===== config.mk =====
export PLATFORM = sky130hd
export DESIGN_NAME = scroll_layer
export DESIGN_NICKNAME = d
export VERILOG_FILES = /design/src/logic/video_pkg.sv /design/src/logic/tile_pkg.sv /design/src/logic/scroll_addr_gen.sv /design/src/logic/tile_latch.sv /design/src/logic/pixel_shifter.sv /design/src/logic/scroll_layer.sv
export SDC_FILE = /design/constraint.sdc
export NUM_CORES = 1
export LEC_CHECK = 0
export BUFFER_PORTS_ARGS = -buffer_cell sky130_fd_sc_hd__buf_2
export CAP_MARGIN = 20
export CORE_AREA = 10 10 114 96
export DETAILED_ROUTE_END_ITERATION = 7
export DIE_AREA = 0 0 124 106
export PLACE_DENSITY_LB_ADDON = 0.08
export SLEW_MARGIN = 20
export SYNTH_ARGS = -nofsm -noshare
export SYNTH_HDL_FRONTEND = slang
export SYNTH_HIERARCHICAL = 1
export SYNTH_SLANG_ARGS = --single-unit

===== constraint.sdc =====
create_clock -name clk -period 1.7 [get_ports clk]
set_input_delay 0.34 -clock clk [delete_from_list [all_inputs] [get_ports clk]]
set_output_delay 0.34 -clock clk [all_outputs]
set_load 0.01 [all_outputs]

===== src/logic/video_pkg.sv =====
/*
 * raster and output side definitions for the scroll layer
 *  - raster counter width
 *  - scroll register bundle (pages, hscr, vscr)
 *  - output pixel layout
 *  - horizontal pixel lead of the fetch pipeline
 */

package video_pkg;

    // hdump / vdump width, 512 x 512 raster space
    localparam int raster_w = 9;

    // added to the scrolled h position so the fetch runs two tiles ahead
    // of the beam, the tile pipeline eats exactly 16 pixels
    localparam int unsigned pixel_lead = 16;

    // memory mapped scroll registers as seen by the layer
    typedef struct packed {
        logic [15:0] pages;     // four 3-bit page numbers, one per nibble
        logic [15:0] hscr;      // only 8:0 used here
        logic [15:0] vscr;      // only 7:0 used here
    } scroll_regs_t;

    // 1 priority + 7 palette + 3 colour = 11 bits
    typedef struct packed {
        logic       prio;
        logic [6:0] palette;
        logic [2:0] colour;
    } pxl_t;

endpackage


===== src/logic/tile_pkg.sv =====
/*
 * tile memory side definitions
 *  - map and graphics address widths
 *  - map word and graphics word types
 *  - page quadrant enum
 *  - decoded tile entry and its field extractors
 */

package tile_pkg;

    localparam int map_addr_w = 14;     // 3 page bits + 11 scan bits
    localparam int gfx_addr_w = 17;     // bank + code + row + half select

    typedef logic [15:0] map_word_t;
    typedef logic [31:0] gfx_word_t;    // planes in 23:0, top byte unused

    // index is {vov, ~hov}, picks one nibble of the pages register
    typedef enum logic [1:0] {
        q_00 = 2'b00,   // pages[2:0]
        q_01 = 2'b01,   // pages[6:4]
        q_10 = 2'b10,   // pages[10:8]
        q_11 = 2'b11    // pages[14:12]
    } quadrant_e;

    // fields overlap inside the map word, see extractors below
    typedef struct packed {
        logic        bank;
        logic [11:0] code;
        logic [7:0]  attr;
    } tile_info_t;

    function automatic logic tile_bank(input map_word_t w);
        return w[13];
    endfunction

    function automatic logic [11:0] tile_code(input map_word_t w);
        return w[11:0];
    endfunction

    // attr shares bits 11:5 with the code
    function automatic logic [7:0] tile_attr(input map_word_t w);
        return w[12:5];
    endfunction

    function automatic tile_info_t to_tile_info(input map_word_t w);
        tile_info_t t;
        t.bank = tile_bank(w);
        t.code = tile_code(w);
        t.attr = tile_attr(w);
        return t;
    endfunction

endpackage


===== src/logic/scroll_addr_gen.sv =====
/*
 * scroll address generator
 * applies hscr / vscr to the raster position, selects the map page
 * by quadrant and registers the map address at each 8 pixel boundary
 * together with a one cycle tile_load strobe
 */

module scroll_addr_gen (
    input  logic                              clk,
    input  logic                              rst,
    input  logic                              pxl_cen,
    input  video_pkg::scroll_regs_t           regs,
    input  logic [video_pkg::raster_w-1:0]    hdump,
    input  logic [video_pkg::raster_w-1:0]    vdump,
    output logic [tile_pkg::map_addr_w-1:0]   map_addr,
    output logic [2:0]                        fine_row,   // row inside the tile
    output logic                              tile_load
);

    logic [8:0]          hpos;
    logic                hov;           // horizontal overflow past 512
    logic [7:0]          vpos;
    logic                vov;           // vertical overflow past 256
    logic [10:0]         scan_addr;     // 32 rows x 64 columns of tiles
    logic [2:0]          page;
    tile_pkg::quadrant_e quad;
    logic                boundary;

    always_comb begin
        // ~hscr counts the scroll backwards, lead puts fetch ahead of beam
        {hov, hpos} = {1'b0, hdump} + {1'b0, ~regs.hscr[8:0]}
                    + 10'(video_pkg::pixel_lead);
        // vdump bit 8 folds into the overflow bit
        {vov, vpos} = vdump + {1'b0, regs.vscr[7:0]};
        scan_addr   = {vpos[7:3], hpos[8:3]};
        quad        = tile_pkg::quadrant_e'({vov, ~hov});
        case (quad)
            tile_pkg::q_11: page = regs.pages[14:12];
            tile_pkg::q_10: page = regs.pages[10:8];
            tile_pkg::q_01: page = regs.pages[6:4];
            default:        page = regs.pages[2:0];     // q_00
        endcase
    end

    assign fine_row = vpos[2:0];
    assign boundary = pxl_cen && (hpos[2:0] == 3'd0);  // first pixel of a tile

    always_ff @(posedge clk, posedge rst) begin
        if (rst) begin
            map_addr  <= '0;
            tile_load <= 1'b0;
        end else begin
            tile_load <= boundary;      // map data valid while this is high
            if (boundary) begin
                map_addr <= {page, scan_addr};
            end
        end
    end

endmodule


===== src/logic/tile_latch.sv =====
/*
 * tile latch
 * captures the map entry on tile_load, then hands code and attribute
 * down one tile later so graphics fetch and attribute stay paired
 * graphics address is formed combinationally from the held entry
 */

module tile_latch (
    input  logic                              clk,
    input  logic                              rst,
    input  logic                              tile_load,
    input  tile_pkg::map_word_t               map_data,
    input  logic [2:0]                        fine_row,
    output logic [tile_pkg::gfx_addr_w-1:0]   gfx_addr,
    output logic [7:0]                        attr_out
);

    // entry just read from the map, address issued at this boundary
    tile_pkg::tile_info_t cur;

    // entry from the previous boundary, the one being drawn next
    logic        row_bank;
    logic [11:0] row_code;

    always_ff @(posedge clk, posedge rst) begin
        if (rst) begin
            cur      <= '0;
            row_bank <= 1'b0;
            row_code <= '0;
            attr_out <= '0;
        end else if (tile_load) begin
            cur      <= tile_pkg::to_tile_info(map_data);
            row_bank <= cur.bank;       // shift the old entry one stage on
            row_code <= cur.code;
            attr_out <= cur.attr;       // travels with the planes it colours
        end
    end

    // bank, code, row within tile, low bit zero picks the 32 bit word
    assign gfx_addr = {row_bank, row_code, fine_row, 1'b0};

endmodule


===== src/logic/pixel_shifter.sv =====
/*
 * pixel shifter
 * three 8 bit plane shift registers and the tile attribute
 * loaded on tile_load, shifted left once per pixel
 * pixel = attribute + top bit of each plane
 */

module pixel_shifter (
    input  logic                  clk,
    input  logic                  rst,
    input  logic                  pxl_cen,
    input  logic                  tile_load,
    input  tile_pkg::gfx_word_t   gfx_data,
    input  logic [7:0]            attr,
    output video_pkg::pxl_t       pxl
);

    logic [2:0][7:0] planes;    // [2] = gfx 23:16 ... [0] = gfx 7:0
    logic [7:0]      attr_q;

    always_ff @(posedge clk, posedge rst) begin
        if (rst) begin
            planes <= '0;
            attr_q <= '0;
        end else if (tile_load) begin
            planes <= gfx_data[23:0];   // top byte of the word not used
            attr_q <= attr;
        end else if (pxl_cen) begin
            // each plane shifts alone, no bits cross plane borders
            for (int p = 0; p < 3; p++) begin
                planes[p] <= {planes[p][6:0], 1'b0};
            end
        end
    end

    always_comb begin
        pxl.prio    = attr_q[7];
        pxl.palette = attr_q[6:0];
        pxl.colour  = {planes[2][7], planes[1][7], planes[0][7]};
    end

endmodule


===== src/logic/scroll_layer.sv =====
/*
 * scroll tile layer top
 * address generator -> tile latch -> pixel shifter
 * map and graphics memories live outside and answer in the same cycle
 */

module scroll_layer (
    input  logic                              clk,
    input  logic                              rst,
    input  logic                              pxl_cen,    // one clock pulse per pixel
    input  video_pkg::scroll_regs_t           regs,
    input  logic [video_pkg::raster_w-1:0]    hdump,
    input  logic [video_pkg::raster_w-1:0]    vdump,
    output logic [tile_pkg::map_addr_w-1:0]   map_addr,
    input  tile_pkg::map_word_t               map_data,
    output logic [tile_pkg::gfx_addr_w-1:0]   gfx_addr,
    input  tile_pkg::gfx_word_t               gfx_data,
    output video_pkg::pxl_t                   pxl
);

    logic [2:0] fine_row;
    logic       tile_load;      // one clock after each boundary pxl_cen
    logic [7:0] tile_attr;

    scroll_addr_gen u_addr_gen (
        .clk       (clk),
        .rst       (rst),
        .pxl_cen   (pxl_cen),
        .regs      (regs),
        .hdump     (hdump),
        .vdump     (vdump),
        .map_addr  (map_addr),
        .fine_row  (fine_row),
        .tile_load (tile_load)
    );

    tile_latch u_latch (
        .clk       (clk),
        .rst       (rst),
        .tile_load (tile_load),
        .map_data  (map_data),
        .fine_row  (fine_row),
        .gfx_addr  (gfx_addr),
        .attr_out  (tile_attr)
    );

    pixel_shifter u_shifter (
        .clk       (clk),
        .rst       (rst),
        .pxl_cen   (pxl_cen),
        .tile_load (tile_load),
        .gfx_data  (gfx_data),
        .attr      (tile_attr),
        .pxl       (pxl)
    );

endmodule


; ---- Word level (Yosys, flattened, before mapping)
; Index checks and enable logic that the tools add are counted.
[op_classes]
addsub = 3
n_eq_ne = 3
n_mux = 3
bitwise_logic = 2
n_reduce_logical = 3
[op_table]
columns = operator, count
row1 = 24-bit 2-to-1 mux, 2
row2 = 10-bit by 5-bit adder with 10-bit output (second input constant), 1
row3 = 9-bit by 9-bit adder with 10-bit output, 1
row4 = 9-bit by 8-bit adder with 9-bit output, 1
row5 = 9-bit NOT, 1
row6 = 3-bit case mux with 3 select lines, 1
row7 = 2-bit equality test (second input constant), 2
row8 = 3-bit logical NOT, 1
row9 = 2-bit by 1-bit equality test with 1-bit output (second input constant), 1
row10 = 2-bit nonzero test, 1
row11 = 1-bit logical AND, 1
row12 = 1-bit NOT, 1
[word_totals]
ff_bits = 89
in_bits = 117
output_inout_bits = 42

; ---- Logic depth before layout (Yosys ltp)
; Gate-level depths: netlist of run 1.
[logic_depth]
word_depth = 6
ltp_mapped = 10
ltp_nobuf = 10

; ---- By module
; The synthesis of run 1 kept the hierarchy.
[by_module_without_submodules]
columns = module, instances, cells_per_inst, area_each_um2
row1 = scroll_addr_gen, 1, 161, 1478.9
row2 = pixel_shifter, 1, 125, 1437.6
row3 = tile_latch, 1, 73, 1239.9

; ---- Worst setup path before layout of run 1
; No wires, ideal clock.
[synth_path]
kind = input-to-reg
startpoint = in regs[17] in the netlist's numbering
endpoint = reg u_addr_gen/map_addr[12] in the netlist's numbering
setup_time_ps = 138
arrival_time_ps = 2417
required_ps = 1562
slack_ps = -855
cell_stages = 10
path_buffers = 0
path_cell_list = inv_1 > ha_1 > ha_1 > fa_1 > a211oi_1 > o211ai_1 > o211ai_4 > mux2_2 > nor3_1 > a311oi_1
[synth_via]
elab_chain_cells = 6
word_cells_on_any_way = 10
[synth_lines]
columns = element, line
row1 = from (decl), scroll_layer.sv:11  ; input video_pkg::scroll_regs_t regs,
row2 = 9-bit NOT (*), scroll_addr_gen.sv:31  ; {hov, hpos} = {1'b0, hdump} + {1'b0, ~regs.hscr[8:0]}
row3 = 9-bit by 9-bit adder with 10-bit output (*), scroll_addr_gen.sv:31
row4 = 10-bit by 5-bit adder with 10-bit output (*), scroll_addr_gen.sv:32  ; + 10'(video_pkg::pixel_lead);
row5 = 1-bit NOT, scroll_addr_gen.sv:36  ; quad = tile_pkg::quadrant_e'({vov, ~hov});
row6 = 2-bit by 1-bit equality test with 1-bit output / 2-bit equality test (equally long branches), scroll_addr_gen.sv:37  ; case (quad)
row7 = 3-bit case mux with 3 select lines, scroll_addr_gen.sv:37
row8 = to (signal assigned), scroll_addr_gen.sv:55  ; map_addr <= {page, scan_addr};
row9 = to (decl), scroll_addr_gen.sv:15  ; output logic [tile_pkg::map_addr_w-1:0] map_addr,
; Mark *: on every way between the ends. The rest lies on a longest branch, timed or not.
; A chain may end at the register's enable or synchronous reset.

; ---- Final worst setup path of run 1
[layout_path]
startpoint = in regs[17] in the netlist's numbering
endpoint = reg u_addr_gen/map_addr[13] in the netlist's numbering
; Same word-level chain as after synthesis.

==> run_results.csv, run 1 <==
group,metric,value,unit
worst_setup_path,critPathLaunchType,"primary input",
route,drt_iter0_drc,169,
clock_tree,cts.reportedPaths.clkPinSlew,80,ps
sta,skew,9.397,ps
global_routing,first_global_vias,3371,
route,wl,9.789,mm
run_status,violated_checks,"setup timing",
sta,fin_crit_sh,126.6,%
synthesis,synth_enable_flop_cells,0,
synthesis,synthDominantCellAreaShare,45.15,%
final_layout,final_area,5633,um2
route,final_antenna_net_count,0,
pwr,ir_worst_vdd,0.7035,mV
place,io_buffers,128,
final_layout,multi_input_area,2186,um2
place,dp_cells,614,
sta,final.setup.tns,-5136,ps
clock_tree,clockRootBuffer,"clkbuf_8",
sta,timing_limited_maximum_frequency,464.7,MHz
sta,tightestPinTransition,612.7,ps
synthesis,ys.warnings.count,6,
sta,worst_slew_margin_rel,59.11,%
worst_setup_path,r2r_start,"u_addr_gen/tile_load",
synthesis,syn_inst,359,
place,dp_slack,-865.9,ps
die,rows,31,
flow_run,drv.max_cap_violation_count,0,
synthesis,synth.most_common_cell,"dfrtp_1",
final_layout,final.fill_count,714,
synthesis,synthesized_area,4156,um2
clock_tree,cts-buffers-inserted,9,
clock_tree,cts_tree,"yes",
sta,final_max_slew_viol_count,0,
die,die_y,106,um
sta,setup-violations-final,15,
synthesis,synth_commonest_cells,"dfrtp_1 (75), nand2_1 (36), ha_1 (25), mux2i_1 (24)",
synthesis,synth_top_cells_by_area,"dfrtp_1 (45%), ha_1 (7.5%), mux2_4 (7.2%)",
place,placedInstanceArea,5134,um2
route,count_of_vias_placed_by_the_detailed_router,3120,
synthesis,yosysTopAreaCell,"dfrtp_1",
die,floorplan.die_area,13140,um2
die,io_pins,159,
sta,post-route-worst-setup-slack,-452.0,ps
synthesis,synth.net_count,503,
route,route.detailed.wl_per_inst,15.32,um
synthesis,synth.yosys.seq_area_share,45.15,%
place,detailedPlacementHpwl,7.364,mm
global_routing,track_usage,14.66,%
sta,finalCriticalPeriod,2152,ps
synthesis,ys_async_sr_fraction,100.0,%
clock_tree,cts.hold.buffers_added,0,
clock_tree,ctsHtreeMaxLevel,3,
die,die_width,124,um
route,drt_pre_antenna_iters,4,
synthesis,syn_area_per_cell,11.58,um2
final_layout,diodes,0,
worst_setup_path,worst_ep_required_time,1900,ps
final_layout,layout-area-overhead-vs-synth,35.52,%
final_layout,non_filler_instances,639,
synthesis,yosys_register_bits,75,
global_routing,wire_length_of_the_first_global_routing_pass,15.84,mm
synthesis,synth-main-ff-cell,"dfrtp_1",
global_routing,globalRoute.totalOverflow,0,
die,initial_utilization,47.63,%
clock_tree,clock_insertion_delay_worst_skew,340,ps
place,global_placer_s_final_weighted_congestion,0.7569,
pwr,power.density_cell_area,1226,nW/um2
final_layout,layout.nets,663,
worst_setup_path,critPathLaunch,"regs[17]",
global_routing,grt_antenna_before_repair,1,
clock_tree,clock_tree.buffer_depth,2,
pwr,leakage,2.846,nW
pwr,final_total_power,6.906,mW
worst_setup_path,timing.critical_path.to_type,"flip-flop",
die,design.core.area,8727,um2
worst_setup_path,timing.critical_path.fanout_max,5,
worst_setup_path,worstSetupPathType,"in2reg",
worst_setup_path,worst_ep_arrival_time,2360,ps
route,vias_per_cell,4.883,
sta,report.final.hold_viol_count,0,
final_layout,layout.core_utilization,64.54,%
run_status,status,"complete, but fails checks",
sta,grt_setup_unrepaired,"yes",
route,number_of_drc_violations_after_detailed_routing,0,
global_routing,largest_net_degree_at_the_start_of_global_routing,38,
sta,holdWs,22.72,ps
synthesis,netlist-cell-type-count,48,
final_layout,drive_gt1_share,53.05,%
clock_tree,clkSinkCount,75,
worst_hold_path,min-delay-path-class,"in2async",
final_layout,area_taken_by_flip_flops_and_latches,1881,um2
state kept, by name, indices dropped and copies added (netlist names):
name,count
u_addr_gen/map_addr,14
u_shifter/attr_q,8
u_shifter/pxl,3
u_shifter/planes,21
u_addr_gen/tile_load,1
u_latch/row_code,6
u_latch/cur,14
u_latch/attr_out,7
u_latch/row_bank,1
metal layers:
| layer | track usage (%) | wire length (um) | share of wire, % |
|---|---|---|---|
| met5 | 0 | 13 | 0.13 |
| met4 | 5.255 | 138 | 1.4 |
| met3 | 3.702 | 669 | 6.8 |
| met2 | 23.24 | 4689 | 48 |
| met1 | 18.94 | 4279 | 44 |
cell families after synthesis:
kind of cell	Yosys count	share of synthesized area, %
compound gates	68	10.29
xor+xnor	11	2.499
fa+ha+maj	27	8.489
buf+inv	48	7.977
flops	75	45.15
mux	63	18.15
other cells	1	0.09022
simple gates	66	7.345
critical path, cell delays in order:
cell	delay, ps
buf_8	80
inv_8	30
ha_4	230
ha_4	160
fa_2	390
a211oi_4	290
o211a_1	210
o211ai_4	110
mux2_4	340
nor3_4	110
a311oi_1	60
path summary, 6_finish.rpt:
check	to	slack, ps	cells past startpoint
setup / recovery	u_addr_gen/map_addr[13]	-450	11
hold / removal	u_latch/cur[7]	20	2
setup reg to reg	u_shifter/attr_q[3]	390	2
hold reg to reg	u_addr_gen/map_addr[2]	490	2
max in group asynchronous	u_addr_gen/tile_load	1150	2
min in group clk	u_shifter/planes[17]	210	3
timing repair:
action                     CTS  global route
pin swaps                   23            17
setup endpoints to repair   16            16
gates cloned                 1             0
resized for setup           22            32
setup buffers                4             6
where the power goes:
group	leakage, nW	internal (mW)	switching, mW
Clock	0.0906	0.681	0.632
Sequential	0.940	2.53	0.491
Combinational	1.82	1.45	1.12
placed cells by master, fill, tap and decap left out, types with 9 or more instances in the layout:
cell      count
o21ai_0      11
inv_1        15
a21oi_1       9
clkbuf_8      9
mux2_2       16
buf_2       124
o21ai_1      20
buf_4        40
nand2_1      27
dfrtp_1      74
nor2_1        9
ha_1         18
mux2_4       23
mux2i_1      24
area by class of cell:
type                            instances  area share, %
Clock inverter                          4         0.9107
Clock buffer                           12          2.399
Inverter                               18          1.555
Sequential cell                        75          33.39
Tap cell                              115          2.554
Multi-Input combinational cell        236          38.81
Timing Repair Buffer                  179          20.39
Note: power is estimated with default switching activity, not from simulation.
==> inputs of run 2 (changes only) <==
--- a/config.mk
+++ b/config.mk
@@ -9,5 +9,5 @@
 export CAP_MARGIN = 20
-export CORE_AREA = 10 10 114 96
+export CORE_AREA = 10 10 119 99
 export DETAILED_ROUTE_END_ITERATION = 7
-export DIE_AREA = 0 0 124 106
+export DIE_AREA = 0 0 129 109
 export PLACE_DENSITY_LB_ADDON = 0.08
--- a/constraint.sdc
+++ b/constraint.sdc
@@ -3,2 +3,2 @@
 set_output_delay 0.34 -clock clk [all_outputs]
-set_load 0.01 [all_outputs]
+set_load 0.005 [all_outputs]
==> run 2 against run 1 <==
  * The flow still finishes with violations (setup timing)
  * Clock skew is 3.5 ps lower
  * Cell area is 0.33% lower
  * Sequential share of layout area grew 0.11 points
  * Global-route usage fell by 0.94 points
  * Sequential power hardly changed
  * Largest cell class unchanged
  * Final cell count is 0.78% lower
  * Worst hold slack better by 66 ps
  * Clock-buffer cell count fell by 3
  * Power grew 5.8%
  * Critical path depth unchanged
  * Core utilization decreased by 5.1 points
  * First-iteration DRC count decreased by 13%
==> run_results.csv, run 2 (synthesis gave the netlist of run 1 again) <==
group,metric,value,unit
die,floorplan.die_area,14060,um2
worst_setup_path,critical_path.top_delay_family,"adder cells",
worst_setup_path,worst_ep_required_time,1900,ps
route,drt_pre_antenna_iters,4,
final_layout,drive_gt1_share,52.04,%
worst_setup_path,worstSetupPathType,"in2reg",
final_layout,layout_commonest_cell,"buf_2",
global_routing,globalRoute.totalOverflow,0,
sta,fin_crit_sh,124.9,%
run_status,violated_checks,"setup timing",
final_layout,diodes,0,
route,wirelength_met1,4.441,mm
final_layout,multi_input_area,2163,um2
clock_tree,clockRootBuffer,"clkbuf_16",
place,detailedPlacementHpwl,7.263,mm
final_layout,final.fill_count,846,
worst_setup_path,worst_ep_arrival_time,2320,ps
worst_hold_path,min-delay-path-class,"in2async",
route,met2RoutedLength,4.586,mm
global_routing,largest_net_degree_at_the_start_of_global_routing,60,
sta,report.final.hold_viol_count,0,
sta,tightestPinTransition,579.4,ps
sta,post-route-worst-setup-slack,-423.7,ps
sta,worst_slew_margin_rel,61.33,%
pwr,power.share.clock,26.4,%
route,route.met3.wl,546,um
worst_setup_path,reg2reg_depth,2,
route,count_of_vias_placed_by_the_detailed_router,3055,
route,topRoutingLayerUsed,"met4",
pwr,netSwitchingPower,2.204,mW
die,design.core.area,9449,um2
clock_tree,cts.hold.buffers_added,0,
clock_tree,cts-buffers-inserted,9,
sta,grt_setup_unrepaired,"yes",
place,global_placer_s_final_weighted_congestion,0.7621,
final_layout,final_area,5614,um2
route,drt_iter0_drc,147,
place,io_buffers,128,
global_routing,track_usage,13.72,%
clock_tree,clock_tree.buffer_depth,2,
worst_setup_path,timing.critical_path.to_type,"flip-flop",
final_layout,area_taken_by_flip_flops_and_latches,1881,um2
die,rows,32,
clock_tree,clock_insertion_delay_worst_skew,320,ps
pwr,ir_worst_vdd,0.5956,mV
clock_tree,ctsHtreeMaxLevel,3,
sta,timing_limited_maximum_frequency,470.9,MHz
final_layout,layout.nets,654,
worst_setup_path,r2r_slack,500,ps
worst_setup_path,cp.buffers_inverters,2,
worst_setup_path,timing.critical_path.fanout_max,5,
route,vias_per_cell,4.819,
pwr,combinational_fraction_of_design_power,32.3,%
global_routing,wire_length_of_the_first_global_routing_pass,15.71,mm
worst_setup_path,r2r_start,"u_addr_gen/tile_load",
clock_tree,cts.reportedPaths.clkPinSlew,60,ps
pwr,switching_share,30.16,%
die,die_y,109,um
global_routing,grt_antenna_before_repair,0,
die,die_width,129,um
final_layout,largest_register_ffs,21,
worst_setup_path,max_stage_delay,360,ps
final_layout,largest_registers,"u_shifter/planes (21), u_addr_gen/map_addr (14), u_latch/cur (14)",
route,number_of_drc_violations_after_detailed_routing,0,
worst_setup_path,crit_path_max_delay_cell_type,"fa_2",
pwr,power.density_cell_area,1302,nW/um2
pwr,leakage,2.838,nW
worst_setup_path,critPathLaunchType,"primary input",
worst_setup_path,timing.critical_path.cells,"buf_8 > inv_8 > ha_4 > ha_4 > fa_2 > a211oi_4 > o211ai_1 > o211ai_4 > mux2_4 > nor3_2 > a311oi_1",
sta,skew,5.868,ps
die,initial_utilization,43.99,%
sta,finalCriticalPeriod,2124,ps
sta,setup-violations-final,15,
worst_setup_path,end_of_the_worst_register_to_register_path,"u_shifter/attr_q[4]",
final_layout,layout.cells.most_common_list,"buf_2 (125), dfrtp_1 (74), buf_4 (34)",
final_layout,register_with_the_most_flip_flops,"u_shifter/planes",
run_status,status,"complete, but fails checks",
place,placedInstanceArea,5089,um2
final_layout,layout-area-overhead-vs-synth,35.07,%
flow_run,drv.max_cap_violation_count,0,
pwr,final_total_power,7.307,mW
place,dp_slack,-892.1,ps
global_routing,first_global_vias,3230,
route,final_antenna_net_count,0,
worst_setup_path,critPathMostFrequentCell,"ha_4",
pwr,seq_power_share,41.3,%
clock_tree,clkSinkCount,75,
route,wl,9.657,mm
die,io_pins,159,
route,route.detailed.wl_per_inst,15.23,um
sta,final_max_slew_viol_count,0,
clock_tree,cts_tree,"yes",
pwr,internal_power,5.104,mW
==> run 2: cell types whose count changed in the layout (fill, tap and decap cells not counted), sizes merged <==
cell,change
buf,-11
clkbuf,-2
or4b,+1
clkinv,-3
clkinvlp,+1
inv,+5
==> run 2: stage by stage <==
| step | instances | utilization (%) | TNS, ps | hold WS [ps] |
|---|---|---|---|---|
| 6_report | 634 | 59.41 | -5228 | 88.78 |
| 5_1_grt | 634 | 59.41 | -6028 | 133.9 |
| 4_1_cts | 631 | 58.09 | -4446 | 98.01 |
| 3_5_place_dp | 613 | 53.85 | -10980 | 448.3 |
| 3_3_place_gp | 613 | 53.85 | -10490 | 446.3 |
| 2_1_floorplan | 359 | - | -7488 | 241.5 |
==> run 2: cell type report <==
| cell class | count | share of cell area [%] |
|---|---|---|
| clock buffer | 9 | 4.012 |
| sequential | 75 | 33.50 |
| tap | 119 | 2.652 |
| clock inverter | 7 | 1.471 |
| timing repair buffer | 169 | 18.45 |
| inverter | 18 | 1.382 |
| multi-input combinational | 237 | 38.53 |
==> run 2: power groups by stage <==
stage	Combinational (mW)	Sequential (mW)	Clock [mW]
4_1_cts	2.31	2.99	1.98
3_5_place_dp	2.24	3.00	0
3_3_place_gp	2.17	2.98	0
2_1_floorplan	1.49	2.92	0
6_report	2.36	3.02	1.93
5_1_grt	2.63	3.12	2.07
==> run 2: what timing repair did <==
action                                  4_1_cts  5_1_grt
pin swaps                                    13        8
resized for setup                            15       23
cloned                                        1        1
endpoints found under the setup margin       16       16
setup buffers                                 1        2
==> run 2: worst max path at each step <==
stage	startpoint	endpoint	depth (start not counted)
after CTS	regs[17]	u_addr_gen/map_addr[12]	11
after floorplan	regs[0]	u_addr_gen/map_addr[11]	8
final	regs[17]	u_addr_gen/map_addr[12]	11
after global routing	regs[17]	u_addr_gen/map_addr[12]	11
after global placement	regs[17]	u_addr_gen/map_addr[12]	11
after detailed placement	regs[17]	u_addr_gen/map_addr[12]	11
==> run 2: metal layers <==
layer	vias to the layer above	global-route usage, %
li1	1541	-
met1	1432	17.60
met2	77	22.10
met3	5	3.785
met4	0	4.457
met5	-	0
==> inputs of run 3 (changes only) <==
--- a/config.mk
+++ b/config.mk
@@ -7,3 +7,2 @@
 export LEC_CHECK = 0
-export BUFFER_PORTS_ARGS = -buffer_cell sky130_fd_sc_hd__buf_2
 export CAP_MARGIN = 20
@@ -12,2 +11,3 @@
 export DIE_AREA = 0 0 129 109
+export DONT_BUFFER_PORTS = 1
 export PLACE_DENSITY_LB_ADDON = 0.08
==> constraint.sdc (replaced) <==
create_clock -name clk -period 1.7 [get_ports clk]
set_input_delay 0.085 -clock clk [delete_from_list [all_inputs] [get_ports clk]]
set_output_delay 0.085 -clock clk [all_outputs]
set_load 0.005 [all_outputs]
==> run 3 against run 2 <==
  * The run still ends with setup timing left
  * Sequential share of layout area rose by 2.3 points
  * Power fell by 4.9%
  * Combinational power fell by 31%
  * Wire length fell by 5.1%
  * Via count fell by 12%
  * Largest power group unchanged
==> run_results.csv, run 3 (synthesis gave the netlist of run 1 again) <==
group,metric,value,unit
worst_setup_path,worst_ep_arrival_time,1960,ps
worst_setup_path,r2r_start,"u_addr_gen/tile_load",
worst_setup_path,critPathLaunch,"hdump[1]",
global_routing,met2_usage,20.88,%
place,placedInstanceArea,4481,um2
sta,grt_setup_unrepaired,"yes",
clock_tree,cts_tree,"yes",
route,final_antenna_net_count,0,
route,route.detailed.wl_per_inst,16.88,um
worst_setup_path,timing.critical_path.to_type,"flip-flop",
run_status,violated_checks,"setup timing",
worst_setup_path,worst_ep_required_time,1910,ps
die,floorplan.die_area,14060,um2
final_layout,register_with_the_most_flip_flops,"u_shifter/planes",
global_routing,track_usage,13.57,%
clock_tree,cts.reportedPaths.clkPinSlew,60,ps
route,number_of_drc_violations_after_detailed_routing,0,
place,dp_cells,488,
die,die_y,109,um
run_status,status,"complete, but fails checks",
final_layout,largest_registers,"u_shifter/planes (21), u_addr_gen/map_addr (14), u_latch/cur (14)",
die,design.core.area,9449,um2
final_layout,layout.nets,564,
clock_tree,clock_tree.buffer_depth,2,
worst_setup_path,timing.critical_path.cells,"ha_4 > ha_4 > fa_2 > a211oi_4 > o211ai_1 > o211ai_4 > buf_6 > nor2_2 > o31a_1 > a221o_1",
global_routing,wire_length_of_the_first_global_routing_pass,15.37,mm
route,count_of_vias_placed_by_the_detailed_router,2699,
final_layout,largest_register_ffs,21,
worst_setup_path,worstSetupPathType,"in2reg",
global_routing,first_global_vias,2930,
worst_setup_path,critPathLaunchType,"primary input",
place,detailedPlacementHpwl,6.910,mm
die,die_width,129,um
final_layout,final_area,5260,um2
final_layout,layout-area-overhead-vs-synth,26.55,%
global_routing,globalRoute.totalOverflow,0,
clock_tree,clkSinkCount,75,
sta,final.setup.tns,-125.9,ps
global_routing,grt_use_met1,16.36,%
worst_setup_path,critPathMostFrequentCell,"ha_4",
sta,skew,4.969,ps
sta,report.final.hold_viol_count,0,
clock_tree,cts-buffers-inserted,9,
die,io_pins,159,
route,drt_iter0_drc,152,
pwr,leakage,2.464,nW
pwr,final_total_power,6.949,mW
worst_setup_path,r2r_slack,390,ps
pwr,ir_worst_vdd,0.4577,mV
worst_hold_path,min-delay-path-class,"in2reg",
route,drt_pre_antenna_iters,4,
sta,timing_limited_maximum_frequency,570.7,MHz
clock_tree,post-cts-setup-buffers,0,
global_routing,largest_net_degree_at_the_start_of_global_routing,33,
clock_tree,clockRootBuffer,"clkbuf_16",
place,global_placer_s_final_weighted_congestion,0.7581,
worst_setup_path,cp.buffers_inverters,1,
sta,final_max_slew_viol_count,0,
global_routing,grt_antenna_before_repair,0,
sta,worst_slew_margin_rel,57.01,%
worst_setup_path,critical_path.top_delay_family,"compound AO/OA/AOI/OAI gates",
worst_hold_path,holdCritStartpoint,"pxl_cen",
route,wl,9.168,mm
worst_setup_path,crit_path_max_delay_cell_type,"fa_2",
pwr,power.density_cell_area,1321,nW/um2
sta,post-route-worst-setup-slack,-52.21,ps
die,rows,32,
final_layout,non_filler_instances,543,
worst_setup_path,timing.critical_path.fanout_max,4,
sta,tightestPinTransition,644.1,ps
place,io_buffers,0,
sta,finalCriticalPeriod,1752,ps
die,initial_utilization,43.99,%
worst_setup_path,max_stage_delay,380,ps
route,vias_per_cell,4.971,
final_layout,layout_commonest_cell,"dfrtp_1",
final_layout,layout.cells.most_common_list,"dfrtp_1 (74), dlygate4sd3_1 (39), nand2_1 (36), buf_4 (36), o21ai_1 (26)",
sta,fin_crit_sh,103.1,%
clock_tree,clock_insertion_delay_worst_skew,320,ps
final_layout,drive_gt1_share,28.77,%
final_layout,diodes,0,
sta,setup-violations-final,4,
clock_tree,ctsHtreeMaxLevel,3,
global_routing,groute.layer.met3.usage,6.453,%
flow_run,drv.max_cap_violation_count,0,
global_routing,busiest_layer,"met2",
-- run 3: cell types whose count changed in the layout (fill, tap and decap cells not counted), sizes merged --
cell / previous run / this run
clkinv: 0 / 1
bufinv: 1 / 3
clkinvlp: 2 / 0
or4b: 2 / 1
inv: 22 / 18
dlygate4sd3: 0 / 39
clkbuf: 10 / 11
buf: 168 / 41
-- run 3: cell type report --
type / count / area, um2
tap: 119 / 148.9
multi-input combinational: 236 / 2062
clock inverter: 4 / 98.84
sequential: 75 / 1881
clock buffer: 11 / 242.7
inverter: 18 / 75.07
fill: 802 / 4189
timing repair buffer: 80 / 752.0
-- run 3: where the power goes --
group	switching [mW]	total (mW)	internal, mW
sequential	0.620	3.16	2.54
clock	0.695	2.16	1.47
combinational	0.602	1.62	1.02
total	1.92	6.95	5.03
-- run 3: worst reg2reg max path, delay by kind of cell (launching register included) --
kind / cells / cell delay (ps)
flops: 1 / 610
mux: 1 / 350
buf+inv: 1 / 230
-- run 3: stage by stage --
| stage | setup slack [ps] | utilization, % | hold slack (ps) |
|---|---|---|---|
| after floorplan | -439.6 | - | -13.52 |
| after global placement | -442.3 | 47.42 | -14.10 |
| after detailed placement | -466.5 | 47.42 | -9.485 |
| after CTS | -54.77 | 55.50 | 15.60 |
| after global routing | -133.6 | 55.67 | 23.03 |
| final | -52.21 | 55.67 | 21.98 |
-- run 3: path summary, 6_finish.rpt --
path                                           end  cells after the start
max                        u_addr_gen/map_addr[11]                     10
max reg2reg                    u_shifter/attr_q[6]                      2
min reg2reg                    u_latch/attr_out[2]                      1
min                               u_shifter/pxl[2]                      2
min in group asynchronous      u_latch/attr_out[1]                      2
max in group asynchronous      u_latch/attr_out[6]                      3
-- run 3: what timing repair did --
| action | 4_1_cts | 5_1_grt |
|---|---|---|
| endpoints found under the setup margin | 4 | 6 |
| cloned | 0 | 0 |
| hold endpoints to repair | 95 | 0 |
| pin swaps | 8 | 4 |
| hold buffers | 40 | 0 |
| resized for setup | 2 | 6 |
-- run 3: metal layers --
metal / wire length, um / vias up / part of all wire [%]
li1: - / 1358 / -
met1: 4062 / 1249 / 44
met2: 4124 / 82 / 45
met3: 868 / 10 / 9.5
met4: 112 / 0 / 1.2
met5: 0 / - / 0
